### config.mk
export PLATFORM = sky130hd
export DESIGN_NAME = rob_top
export DESIGN_NICKNAME = d
export VERILOG_FILES = /design/src/rtl/rob_cfg_pkg.sv /design/src/rtl/rob_op_pkg.sv /design/src/rtl/rob_cdb_if.sv /design/src/rtl/rob_head_if.sv /design/src/rtl/rob_pointers.sv /design/src/rtl/rob_entries.sv /design/src/rtl/rob_retire.sv /design/src/rtl/rob_operand_lookup.sv /design/src/rtl/rob_top.sv
export SDC_FILE = /design/constraint.sdc
export NUM_CORES = 2
export LEC_CHECK = 0
export ABC_AREA = 1
export BUFFER_PORTS_ARGS = -buffer_cell sky130_fd_sc_hd__buf_4
export CAP_MARGIN = 15
export CORE_MARGIN = 10
export CORE_UTILIZATION = 30
export DETAILED_ROUTE_END_ITERATION = 10
export GPL_ROUTABILITY_DRIVEN = 0
export PLACE_DENSITY = 0.55
export SLEW_MARGIN = 20
export SYNTH_ARGS = -nofsm -noshare
export SYNTH_HDL_FRONTEND = slang
export SYNTH_SLANG_ARGS = --single-unit
### constraint.sdc
create_clock -name clk -period 16.9 [get_ports clk]
set_input_delay 2.535 -clock clk [delete_from_list [all_inputs] [get_ports clk]]
set_output_delay 2.535 -clock clk [all_outputs]
set_load 0.05 [all_outputs]
### src/rtl/rob_cfg_pkg.sv
// Configuration package for the re-order buffer
// Datapath widths, their vector types and the default buffer sizes
package rob_cfg_pkg;

    // Register data and instruction address widths
    localparam int DATA_WIDTH    = 32;
    localparam int ADDR_WIDTH    = 32;
    localparam int REG_IDX_WIDTH = 5;

    // Sizes the top level uses unless it is told otherwise
    localparam int DEF_ROB_DEPTH = 8;
    localparam int DEF_CDB_LANES = 2;

    typedef logic [DATA_WIDTH-1:0]    data_t;
    typedef logic [ADDR_WIDTH-1:0]    addr_t;
    typedef logic [REG_IDX_WIDTH-1:0] reg_idx_t;

endpackage

### src/rtl/rob_op_pkg.sv
// Operation and entry state encodings for the re-order buffer
package rob_op_pkg;

    // OP_BR redirects to the address from the CDB, OP_EXC to its own pc
    typedef enum logic [1:0] {
        OP_INT = 2'd0,
        OP_BR  = 2'd1,
        OP_EXC = 2'd2
    } rob_op_e;

    typedef enum logic [1:0] {
        ST_INVALID   = 2'd0,
        ST_PENDING   = 2'd1,
        ST_RETIRABLE = 2'd2
    } rob_state_e;

endpackage

### src/rtl/rob_cdb_if.sv
// Common data bus as seen by the re-order buffer
// Lanes arrive already arbitrated and each carries a one-cycle completion strobe
interface rob_cdb_if
    import rob_cfg_pkg::*;
#(
    parameter int ROB_DEPTH = DEF_ROB_DEPTH,
    parameter int CDB_LANES = DEF_CDB_LANES
) ();

    localparam int TAG_WIDTH = $clog2(ROB_DEPTH);

    logic                 en       [CDB_LANES];
    logic                 redirect [CDB_LANES];
    data_t                data     [CDB_LANES];
    addr_t                addr     [CDB_LANES];
    logic [TAG_WIDTH-1:0] tag      [CDB_LANES];

    // Completion writes into the entry store
    modport store (input en, redirect, data, addr, tag);

    // Same-cycle forwarding into the operand lookup
    modport bypass (input en, data, tag);

endinterface

### src/rtl/rob_head_if.sv
// Head entry view of the re-order buffer
// The pointers give the index, the entry store gives the fields held there
interface rob_head_if
    import rob_cfg_pkg::*;
    import rob_op_pkg::*;
#(
    parameter int ROB_DEPTH = DEF_ROB_DEPTH
) ();

    localparam int TAG_WIDTH = $clog2(ROB_DEPTH);

    logic [TAG_WIDTH-1:0] head;
    logic                 retire_en;
    logic                 redirect;
    rob_op_e              op;
    addr_t                pc;
    addr_t                addr;
    data_t                data;
    reg_idx_t             rdest;

    modport pointer (output head, input retire_en);

    modport entry (input head, output retire_en, redirect, op, pc, addr, data, rdest);

    modport retire (input head, retire_en, redirect, op, pc, addr, data, rdest);

endinterface

### src/rtl/rob_pointers.sv
// Head and tail pointers of the re-order buffer
// Hands out rename tags, tracks full and selects the entry for the next enqueue
module rob_pointers
    import rob_cfg_pkg::*;
#(
    parameter int  ROB_DEPTH = DEF_ROB_DEPTH,
    localparam int TAG_WIDTH = $clog2(ROB_DEPTH)
) (
    input  logic                 clk,
    input  logic                 n_rst,
    input  logic                 i_rename_en,
    input  logic                 i_redirect,
    output logic                 o_stall,
    output logic [TAG_WIDTH-1:0] o_rename_tag,
    output logic [ROB_DEPTH-1:0] o_dispatch_sel,
    rob_head_if.pointer          head
);

    // The extra wrap bit tells a full buffer apart from an empty one
    logic [TAG_WIDTH:0] head_r;
    logic [TAG_WIDTH:0] tail_r;
    logic [TAG_WIDTH:0] head_next;
    logic [TAG_WIDTH:0] tail_next;
    logic               full_r;
    logic               rename_ok;

    // Renames in the redirect cycle belong to the squashed path
    assign rename_ok = i_rename_en && !full_r && !i_redirect;

    assign tail_next = i_redirect ? '0 : tail_r + (TAG_WIDTH + 1)'(rename_ok);
    assign head_next = i_redirect ? '0 : head_r + (TAG_WIDTH + 1)'(head.retire_en);

    always_ff @(posedge clk) begin
        if (!n_rst) begin
            head_r <= '0;
            tail_r <= '0;
            full_r <= 1'b0;
        end else begin
            head_r <= head_next;
            tail_r <= tail_next;
            full_r <= {~tail_next[TAG_WIDTH], tail_next[TAG_WIDTH-1:0]} == head_next;
        end
    end

    // The dispatcher fills the reserved entry one cycle after the rename
    always_ff @(posedge clk) begin
        if (!n_rst) begin
            o_dispatch_sel <= '0;
        end else begin
            for (int i = 0; i < ROB_DEPTH; i++) begin
                o_dispatch_sel[i] <= rename_ok && (tail_r[TAG_WIDTH-1:0] == TAG_WIDTH'(i));
            end
        end
    end

    assign o_stall      = full_r;
    assign o_rename_tag = tail_r[TAG_WIDTH-1:0];
    assign head.head    = head_r[TAG_WIDTH-1:0];

    // The head never passes the tail and the tail never runs more than a whole buffer ahead
    occupancy_in_range: assert property (
        @(posedge clk) disable iff (!n_rst)
        (TAG_WIDTH + 1)'(tail_r - head_r) <= ROB_DEPTH
    );

endmodule

### src/rtl/rob_entries.sv
// Entry store of the re-order buffer
// Holds each in-flight instruction and moves it through invalid, pending and retirable
module rob_entries
    import rob_cfg_pkg::*;
    import rob_op_pkg::*;
#(
    parameter int  ROB_DEPTH = DEF_ROB_DEPTH,
    parameter int  CDB_LANES = DEF_CDB_LANES,
    localparam int TAG_WIDTH = $clog2(ROB_DEPTH)
) (
    input  logic                 clk,
    input  logic                 n_rst,
    input  logic                 i_enq_en,
    input  rob_op_e              i_enq_op,
    input  addr_t                i_enq_pc,
    input  reg_idx_t             i_enq_rdest,
    input  logic [ROB_DEPTH-1:0] i_dispatch_sel,
    input  logic                 i_flush,
    rob_cdb_if.store             cdb,
    rob_head_if.entry            head,
    output rob_state_e           o_state [ROB_DEPTH],
    output data_t                o_data  [ROB_DEPTH]
);

    rob_op_e    op_r         [ROB_DEPTH];
    addr_t      pc_r         [ROB_DEPTH];
    reg_idx_t   rdest_r      [ROB_DEPTH];
    addr_t      addr_r       [ROB_DEPTH];
    data_t      data_r       [ROB_DEPTH];
    logic       redirect_r   [ROB_DEPTH];
    rob_state_e state_r      [ROB_DEPTH];
    rob_state_e state_next   [ROB_DEPTH];

    logic       enq_hit      [ROB_DEPTH];
    logic       cdb_hit      [ROB_DEPTH];
    logic       cdb_redirect [ROB_DEPTH];
    data_t      cdb_data     [ROB_DEPTH];
    addr_t      cdb_addr     [ROB_DEPTH];

    // Lanes never share a tag in one cycle, so at most one lane matches an entry
    always_comb begin
        for (int i = 0; i < ROB_DEPTH; i++) begin
            enq_hit[i]      = i_enq_en && i_dispatch_sel[i];
            cdb_hit[i]      = 1'b0;
            cdb_redirect[i] = 1'b0;
            cdb_data[i]     = '0;
            cdb_addr[i]     = '0;
            for (int l = 0; l < CDB_LANES; l++) begin
                if (cdb.en[l] && cdb.tag[l] == TAG_WIDTH'(i)) begin
                    cdb_hit[i]      = 1'b1;
                    cdb_redirect[i] = cdb.redirect[l];
                    cdb_data[i]     = cdb.data[l];
                    cdb_addr[i]     = cdb.addr[l];
                end
            end
        end
    end

    always_ff @(posedge clk) begin
        for (int i = 0; i < ROB_DEPTH; i++) begin
            // A fresh entry starts without a pending redirect
            if (enq_hit[i]) begin
                op_r[i]       <= i_enq_op;
                pc_r[i]       <= i_enq_pc;
                rdest_r[i]    <= i_enq_rdest;
                redirect_r[i] <= 1'b0;
            end else if (cdb_hit[i]) begin
                redirect_r[i] <= cdb_redirect[i];
            end
            if (cdb_hit[i]) begin
                data_r[i] <= cdb_data[i];
                addr_r[i] <= cdb_addr[i];
            end
        end
    end

    always_comb begin
        for (int i = 0; i < ROB_DEPTH; i++) begin
            case (state_r[i])
                ST_INVALID:   state_next[i] = enq_hit[i] ? ST_PENDING : ST_INVALID;
                ST_PENDING:   state_next[i] = cdb_hit[i] ? ST_RETIRABLE : ST_PENDING;
                ST_RETIRABLE: state_next[i] = (head.retire_en && head.head == TAG_WIDTH'(i)) ?
                                              ST_INVALID : ST_RETIRABLE;
                default:      state_next[i] = ST_INVALID;
            endcase
        end
    end

    // A redirecting retire drops the whole buffer at the same edge
    always_ff @(posedge clk) begin
        for (int i = 0; i < ROB_DEPTH; i++) begin
            if (!n_rst) begin
                state_r[i] <= ST_INVALID;
            end else if (i_flush) begin
                state_r[i] <= ST_INVALID;
            end else begin
                state_r[i] <= state_next[i];
            end
        end
    end

    assign head.retire_en = state_r[head.head] == ST_RETIRABLE;
    assign head.redirect  = redirect_r[head.head];
    assign head.op        = op_r[head.head];
    assign head.pc        = pc_r[head.head];
    assign head.addr      = addr_r[head.head];
    assign head.data      = data_r[head.head];
    assign head.rdest     = rdest_r[head.head];

    assign o_state = state_r;
    assign o_data  = data_r;

    // Execution units only broadcast tags that the dispatcher has filled
    for (genvar l = 0; l < CDB_LANES; l++) begin : g_cdb_chk
        cdb_hits_live_entry: assert property (
            @(posedge clk) disable iff (!n_rst)
            cdb.en[l] |-> state_r[cdb.tag[l]] != ST_INVALID
        );
    end

endmodule

### src/rtl/rob_retire.sv
// Retire stage of the re-order buffer
// Registers the head entry for the register map and raises a redirect when it asks for one
module rob_retire
    import rob_cfg_pkg::*;
    import rob_op_pkg::*;
#(
    parameter int  ROB_DEPTH = DEF_ROB_DEPTH,
    localparam int TAG_WIDTH = $clog2(ROB_DEPTH)
) (
    input  logic                 clk,
    input  logic                 n_rst,
    rob_head_if.retire           head,
    output logic                 o_flush,
    output logic                 o_redirect,
    output addr_t                o_redirect_addr,
    output logic                 o_retire_en,
    output data_t                o_retire_data,
    output reg_idx_t             o_retire_rdest,
    output logic [TAG_WIDTH-1:0] o_retire_tag
);

    // Younger entries are dropped at the edge that retires the redirecting head
    assign o_flush = head.retire_en && head.redirect;

    always_ff @(posedge clk) begin
        if (!n_rst) begin
            o_retire_en <= 1'b0;
            o_redirect  <= 1'b0;
        end else begin
            o_retire_en <= head.retire_en;
            o_redirect  <= o_flush;
        end
    end

    // Branches jump to the target from execution, faults restart at their own pc
    always_ff @(posedge clk) begin
        o_retire_data   <= head.data;
        o_retire_rdest  <= head.rdest;
        o_retire_tag    <= head.head;
        o_redirect_addr <= (head.op == OP_BR) ? head.addr : head.pc;
    end

    // The redirect rides on its own retire, and the flush leaves nothing behind it
    redirect_with_retire: assert property (
        @(posedge clk) disable iff (!n_rst)
        o_redirect |-> o_retire_en ##1 !o_retire_en
    );

endmodule

### src/rtl/rob_operand_lookup.sv
// Source operand lookup for the reservation stations
// Picks register-map data, a same-cycle CDB value or stored entry data per source
module rob_operand_lookup
    import rob_cfg_pkg::*;
    import rob_op_pkg::*;
#(
    parameter int  ROB_DEPTH = DEF_ROB_DEPTH,
    parameter int  CDB_LANES = DEF_CDB_LANES,
    localparam int TAG_WIDTH = $clog2(ROB_DEPTH)
) (
    input  logic                 clk,
    input  logic                 i_rs_stall,
    input  logic [TAG_WIDTH-1:0] i_lookup_tag  [2],
    input  logic                 i_lookup_rdy  [2],
    input  data_t                i_lookup_data [2],
    input  rob_state_e           i_state       [ROB_DEPTH],
    input  data_t                i_data        [ROB_DEPTH],
    rob_cdb_if.bypass            cdb,
    output data_t                o_src_data    [2],
    output logic [TAG_WIDTH-1:0] o_src_tag     [2],
    output logic                 o_src_rdy     [2]
);

    data_t src_data [2];
    logic  src_rdy  [2];

    // Priority rises from the entry store over the CDB bypass to the register map
    always_comb begin
        for (int s = 0; s < 2; s++) begin
            src_data[s] = i_data[i_lookup_tag[s]];
            src_rdy[s]  = i_state[i_lookup_tag[s]] == ST_RETIRABLE;
            for (int l = 0; l < CDB_LANES; l++) begin
                if (cdb.en[l] && cdb.tag[l] == i_lookup_tag[s]) begin
                    src_data[s] = cdb.data[l];
                    src_rdy[s]  = 1'b1;
                end
            end
            if (i_lookup_rdy[s]) begin
                src_data[s] = i_lookup_data[s];
                src_rdy[s]  = 1'b1;
            end
        end
    end

    // A stalled reservation station keeps the operands it was last given
    always_ff @(posedge clk) begin
        if (!i_rs_stall) begin
            o_src_data <= src_data;
            o_src_tag  <= i_lookup_tag;
            o_src_rdy  <= src_rdy;
        end
    end

endmodule

### src/rtl/rob_top.sv
// Re-order buffer top level
// Renames, collects CDB completions and retires in program order with redirect
module rob_top
    import rob_cfg_pkg::*;
    import rob_op_pkg::*;
#(
    parameter int  ROB_DEPTH = DEF_ROB_DEPTH,
    parameter int  CDB_LANES = DEF_CDB_LANES,
    localparam int TAG_WIDTH = $clog2(ROB_DEPTH)
) (
    input  logic                 clk,
    input  logic                 n_rst,

    // Rename and enqueue from the dispatcher
    input  logic                 i_rename_en,
    output logic [TAG_WIDTH-1:0] o_rename_tag,
    output logic                 o_stall,
    input  logic                 i_enq_en,
    input  rob_op_e              i_enq_op,
    input  addr_t                i_enq_pc,
    input  reg_idx_t             i_enq_rdest,

    input  logic                 i_cdb_en       [CDB_LANES],
    input  logic                 i_cdb_redirect [CDB_LANES],
    input  data_t                i_cdb_data     [CDB_LANES],
    input  addr_t                i_cdb_addr     [CDB_LANES],
    input  logic [TAG_WIDTH-1:0] i_cdb_tag      [CDB_LANES],

    // Operand lookup for the reservation stations
    input  logic                 i_rs_stall,
    input  logic [TAG_WIDTH-1:0] i_lookup_tag   [2],
    input  logic                 i_lookup_rdy   [2],
    input  data_t                i_lookup_data  [2],
    output data_t                o_src_data     [2],
    output logic [TAG_WIDTH-1:0] o_src_tag      [2],
    output logic                 o_src_rdy      [2],

    // Retire to the register map and redirect to fetch
    output logic                 o_retire_en,
    output data_t                o_retire_data,
    output reg_idx_t             o_retire_rdest,
    output logic [TAG_WIDTH-1:0] o_retire_tag,
    output logic                 o_redirect,
    output addr_t                o_redirect_addr
);

    logic                 flush;
    logic [ROB_DEPTH-1:0] dispatch_sel;
    rob_state_e           entry_state [ROB_DEPTH];
    data_t                entry_data  [ROB_DEPTH];

    rob_cdb_if #(.ROB_DEPTH(ROB_DEPTH), .CDB_LANES(CDB_LANES)) cdb ();
    rob_head_if #(.ROB_DEPTH(ROB_DEPTH)) head ();

    assign cdb.en       = i_cdb_en;
    assign cdb.redirect = i_cdb_redirect;
    assign cdb.data     = i_cdb_data;
    assign cdb.addr     = i_cdb_addr;
    assign cdb.tag      = i_cdb_tag;

    rob_pointers #(.ROB_DEPTH(ROB_DEPTH)) u_pointers (
        .clk            (clk),
        .n_rst          (n_rst),
        .i_rename_en    (i_rename_en),
        .i_redirect     (o_redirect),
        .o_stall        (o_stall),
        .o_rename_tag   (o_rename_tag),
        .o_dispatch_sel (dispatch_sel),
        .head           (head)
    );

    rob_entries #(.ROB_DEPTH(ROB_DEPTH), .CDB_LANES(CDB_LANES)) u_entries (
        .clk            (clk),
        .n_rst          (n_rst),
        .i_enq_en       (i_enq_en),
        .i_enq_op       (i_enq_op),
        .i_enq_pc       (i_enq_pc),
        .i_enq_rdest    (i_enq_rdest),
        .i_dispatch_sel (dispatch_sel),
        .i_flush        (flush),
        .cdb            (cdb),
        .head           (head),
        .o_state        (entry_state),
        .o_data         (entry_data)
    );

    rob_retire #(.ROB_DEPTH(ROB_DEPTH)) u_retire (
        .clk             (clk),
        .n_rst           (n_rst),
        .head            (head),
        .o_flush         (flush),
        .o_redirect      (o_redirect),
        .o_redirect_addr (o_redirect_addr),
        .o_retire_en     (o_retire_en),
        .o_retire_data   (o_retire_data),
        .o_retire_rdest  (o_retire_rdest),
        .o_retire_tag    (o_retire_tag)
    );

    rob_operand_lookup #(.ROB_DEPTH(ROB_DEPTH), .CDB_LANES(CDB_LANES)) u_lookup (
        .clk           (clk),
        .i_rs_stall    (i_rs_stall),
        .i_lookup_tag  (i_lookup_tag),
        .i_lookup_rdy  (i_lookup_rdy),
        .i_lookup_data (i_lookup_data),
        .i_state       (entry_state),
        .i_data        (entry_data),
        .cdb           (cdb),
        .o_src_data    (o_src_data),
        .o_src_tag     (o_src_tag),
        .o_src_rdy     (o_src_rdy)
    );

endmodule

* Yosys cells after proc, flatten, opt, wreduce, memory -nomap -nowiden *
Memory sizes are Yosys's and may differ from the RTL's. A register that Yosys moved wholly into a read port is not among the register bits.
Index checks and enable logic that the tools add are counted.
Widths: inputs -> output; s select.

word-level totals
  bits in registers = 430
  memory bits (writable) = 576
  input bits = 254
  output and inout port bits = 150
  logic and storage cells = 354
  memories = 5

cells by class
  $add $sub $neg = 2
  magnitude comparators = 3
  equal/unequal tests = 53
  muxes and demuxes = 183
  bitwise operators = 13
  reductions and logical operators = 64

memory list
  memory                depth  bits a word  rd ports  clocked after memory_dff  write ports  line               text
  u_entries.addr_r      8      32           1         1                         8            rob_entries.sv:28  addr_t addr_r [ROB_DEPTH];
  u_entries.pc_r        8      32           1         1                         8            rob_entries.sv:26  addr_t pc_r [ROB_DEPTH];
  u_entries.rdest_r     8      5            1         1                         8            rob_entries.sv:27  reg_idx_t rdest_r [ROB_DEPTH];
  u_entries.op_r        8      2            1         1                         8            rob_entries.sv:25  rob_op_e op_r [ROB_DEPTH];
  u_entries.redirect_r  8      1            1         1                         8            rob_entries.sv:30  logic redirect_r [ROB_DEPTH];

operators by type and width
  operator            count
  $mux 32             45
  $bmux 32 s3         3
  $mux 1              96
  $eq 3x3->1 const B  16
  $pmux 2 s3          8
  $logic_and 1x1->1   47
  $mux 2              22
  $eq 3x2->1 const B  8
  $eq 2x2->1 const B  11
  $bmux 2 s3          3
  $eq 2x1->1 const B  9
  $logic_not 2->1     8
  $eq 3x1->1 const B  4
  $eq 3x3->1          4
  $ge 4x4->1 const B  3
  $logic_not 3->1     4
  $mux 3              4
  $not 3->4           3
  $add 4x1->4         2
  $mux 4              2
  $or 1x1->1          8
  $reduce_or 3->1     2
  $eq 4x4->1          1
  $logic_not 1->1     2
  2 further kinds     3

* Logic depth before layout (Yosys ltp) *
  depth in word-level cells = 8
  gate-level depth with buffers = 14
  depth with buffers taken out = 14

* By module *
Synthesis repeated with hierarchy kept, for this count alone.

second synthesis, totals
  cell total of the unflattened synthesis = 5767
  area, all modules = 51115.3 µm²

modules (own cells, without submodules)
  module              times used  cells an instance  area an instance (µm²)  seq. area each (µm²)
  rob_entries         1           3274               36762.8                 25304.3
  rob_operand_lookup  1           2210               11549.8                 2162.1
  rob_retire          1           188                2057.0                  1481.4
  rob_pointers        1           95                 745.7                   340.3

* Least setup slack after synthesis *
Ideal clock, no wire load.

  kind = in2reg
  start = input port i_cdb_tag[4] in the netlist's numbering
  end = memory u_entries.redirect_r[2], enable pin
  library setup time = 0.310 ns
  data arrival time = 7.854 ns
  required time = 16.590 ns
  setup slack = 8.737 ns
  stages = 6
  path buffers = 0
  path through = inv_1 > nor2_1 > inv_1 > o21ai_0 > inv_1 > nand2_1

RTL lines
  what                line               text
  start: declaration  rob_top.sv:27      input logic [TAG_WIDTH-1:0] i_cdb_tag [CDB_LANES],
  end: declaration    rob_entries.sv:30

==> results_dict.tcl <==
set metrics [dict create \
    drc 0 \
    avgRoutedWirePerCell_um 25.0 \
    routed_wl_mm 222 \
    min_period_ps 5480 \
    place_area_um2 56700 \
    initial_core_util 0.301 \
    crit_chain "buf_4 > inv_1 > nand2_1 > nor2_4 > buf_4 > buf_4 > nor2_1 > clkinv_2 > buf_4 > nand2_1 > nor2_1 > a21oi_1 > nor2_1" \
    synth_flop_cell "edfxtp_1" \
    syn_avg_cell_area_um2 8.20 \
    synth.area.top_cells "edfxtp_1 52%, nand2_1 18%, nand3_1 7.9%" \
    critPathLaunchType "input port" \
    yosys.area.top_type "edfxtp_1" \
    grt_setup_unrepaired "no" \
    synth_area_um2 52300 \
    fin_nets 6690 \
    hold_path_class "flip-flop to flip-flop" \
    crit_top_cell "buf_4" \
    final_max_slew_viol_count 0 \
    cap_violations 0 \
    path_max_fanout 36 \
    ys_async_sr_fraction 0 \
    power_density_nw_per_um2 102 \
    design_area_um2 60800 \
    tns_ps 0 \
    clock_skew_ps 56.1 \
    synth_edf_count 904 \
    drive_gt1_frac 0.113 \
    htree_levels 3 \
    grt_util_all_layers 0.221 \
    fillCellCount 17800 \
    critPathArrivalTime_ps 6170 \
    initialDrtViolationCount 6130 \
    hold_slack_ps 520 \
    clk_pin_slew_worst_paths_ps 60 \
    run_status "complete, no violations" \
    die_h_um 437 \
    fmax_ghz 0.182 \
    syn_nets 6636 \
    dp.cells 8635 \
    root_buffer "clkbuf_16" \
    worst_path_max_delay_cell "buf_4" \
    syn_inst 6378 \
    core-area_um2 174000 \
    ys_seq_area_frac 0.560 \
    p_leak_nw 24.6 \
    crit_type "input port to flip-flop" \
    finalSetupViolations 0 \
    antenna_found_initial 31 \
    hpwl_mm 127 \
    grt_pass1_vias 45400 \
    tightest_slew_ps 1220 \
    overflow 0 \
    cts-hold-fix-buffers 0 \
    slowest_delay_ps 710 \
    cts_tree "built" \
    cts_resized 0 \
    cts_setup_buffers 0 \
    end_kind "flip-flop" \
    area_delta_synth_final_pct 16.2 \
    vias_per_cell 5.35 \
    cp.required_ps 17580 \
    clock_path_buffers 3 \
    numCtsBuffers 119 \
    fp.dieArea_um2 191000 \
    io_pins 404 \
    final_cells 8888 \
    reg2reg_slack_ps 12180 \
    first_pass_iters 9 \
    synth.ff_latch_count 1011 \
    numPortBuffers 403 \
    ir_worst_vdd_v 0.0000891 \
    die_w_um 437 \
    via_count 47600 \
    drtAntennaViolNets 0 \
    yosys_warnings 0 \
    grt_max_degree 105 \
    yosysUniqueCellTypes 37 \
    post-route-period-util 0.325 \
    grt_first_pass_wirelength_mm 317 \
    clock_latency_ps 800 \
    relSlewSlack 0.175 \
    synth_top_area_frac 0.519 \
    hold_viol 0 \
    cts.sinks 1011 \
    std_cell_rows 153 \
]
[cells in the final DEF (no fill, tap or decap), types with 20 or more instances in the layout]
cell / Yosys / final
clkinv_2: 0 / 29
inv_2: 14 / 23
clkbuf_1: 282 / 26
o211ai_1: 37 / 37
dfxtp_1: 107 / 106
o21ai_0: 143 / 141
nand2_1: 2447 / 2436
a21oi_1: 330 / 329
clkbuf_16: 0 / 119
o22ai_1: 64 / 64
inv_1: 370 / 354
nor2_1: 324 / 317
clkinv_1: 2 / 20
buf_4: 22 / 488
nor3_1: 32 / 32
nand3_1: 823 / 823
a31oi_1: 23 / 23
nand4_1: 137 / 137
edfxtp_1: 904 / 904
diode_2: 0 / 26
[state kept, by name, indices dropped and copies added (netlist names), 8 cells and up]
signal                     count
u_entries.addr_r             256
u_entries.o_data             256
u_entries.pc_r               256
u_lookup.o_src_data           64
u_entries.rdest_r             40
u_retire.o_redirect_addr      32
u_retire.o_retire_data        32
u_entries.o_state             16
u_entries.op_r                16
u_entries.redirect_r           8
u_pointers.o_dispatch_sel      8
[metrics by stage]
step                      total power, mW  utilization  setup slack [ps]
final                                6.21        0.350             11420
after global routing                 6.40        0.350             11290
after CTS                            6.24        0.349             11500
after detailed placement             3.62        0.327             10720
after global placement               3.62        0.327             10770
after floorplan                      3.33            -              8740
[kinds of logic (layout without fill, tap and decap cells)]
| logic type | count (synthesis) | in the layout | synth area share |
|---|---|---|---|
| compound gates | 634 | 634 | 0.0655 |
| xor+xnor | 4 | 4 | 0.000670 |
| fa+ha+maj | 4 | 4 | 0.000957 |
| buf+inv | 944 | 1103 | 0.0731 |
| flops | 1011 | 1011 | 0.560 |
| other cells | 0 | 26 | 0 |
| simple gates | 3781 | 3781 | 0.300 |
[area by class of cell]
class	count	area (um^2)	area share
inverters	386	1470	0.0242
repair buffers	491	3720	0.0612
clock inverters	65	677	0.0111
well taps	2325	2910	0.0479
multi-input cells	4423	19300	0.318
diodes	26	65.1	0.00107
clock buffers	161	3300	0.0542
flip-flops and latches	1011	29300	0.482
[worst max-delay path: cells and delay by family]
family                 cells  cell delay (ps)
AND/OR/NAND/NOR            6             1040
buffers and inverters      6             2490
AO/OA/AOI/OAI              1               50
[Yosys cell counts (2+ instances only)]
library cell  number
inv_2             14
clkinv_1           2
clkbuf_2          33
buf_1            117
nand2_1         2447
nand2_2            5
nor2_1           324
nor3_1            32
clkbuf_1         282
a21oi_1          330
xor2_1             4
buf_4             22
o21ai_0          143
o2111ai_1          7
a211oi_1           2
a31oi_1           23
buf_2            100
o21ai_1           20
a22oi_1            5
nand4_1          137
o211ai_1          37
dfxtp_1          107
edfxtp_1         904
nand3_1          823
buf_6              4
o22ai_1           64
o21a_1             2
inv_1            370
ha_1               4
nor2_2             7
[report_power, final]
group / total [mW] / internal (mW) / switching [mW]
logic: 0.715 / 0.185 / 0.530
clock network: 2.62 / 1.51 / 1.12
registers: 2.87 / 2.84 / 0.0380
total: 6.21 / 4.53 / 1.69
[layer usage]
layer	up-vias	wire length [um]	GRT usage
li1	21300	-	-
met1	22600	84100	0.276
met2	2982	103000	0.355
met3	616	23300	0.0466
met4	4	11600	0.121
met5	-	33	0
[path summary, 6_finish.rpt]
kind                                                       from                                 endpoint  depth (start not counted)
worst max-delay path                               i_cdb_tag[1]         u_entries.o_state[13]$_SDFF_PP0_                         13
worst min-delay path            u_pointers.tail_r[0]$_SDFF_PN0_  u_pointers.o_dispatch_sel[1]$_SDFF_PN0_                          2
worst max register to register  u_pointers.head_r[0]$_SDFF_PN0_     u_retire.o_redirect_addr[27]$_DFF_P_                         11
worst min register to register  u_pointers.tail_r[0]$_SDFF_PN0_  u_pointers.o_dispatch_sel[1]$_SDFF_PN0_                          2
Note: power is estimated with default switching activity, not from simulation.
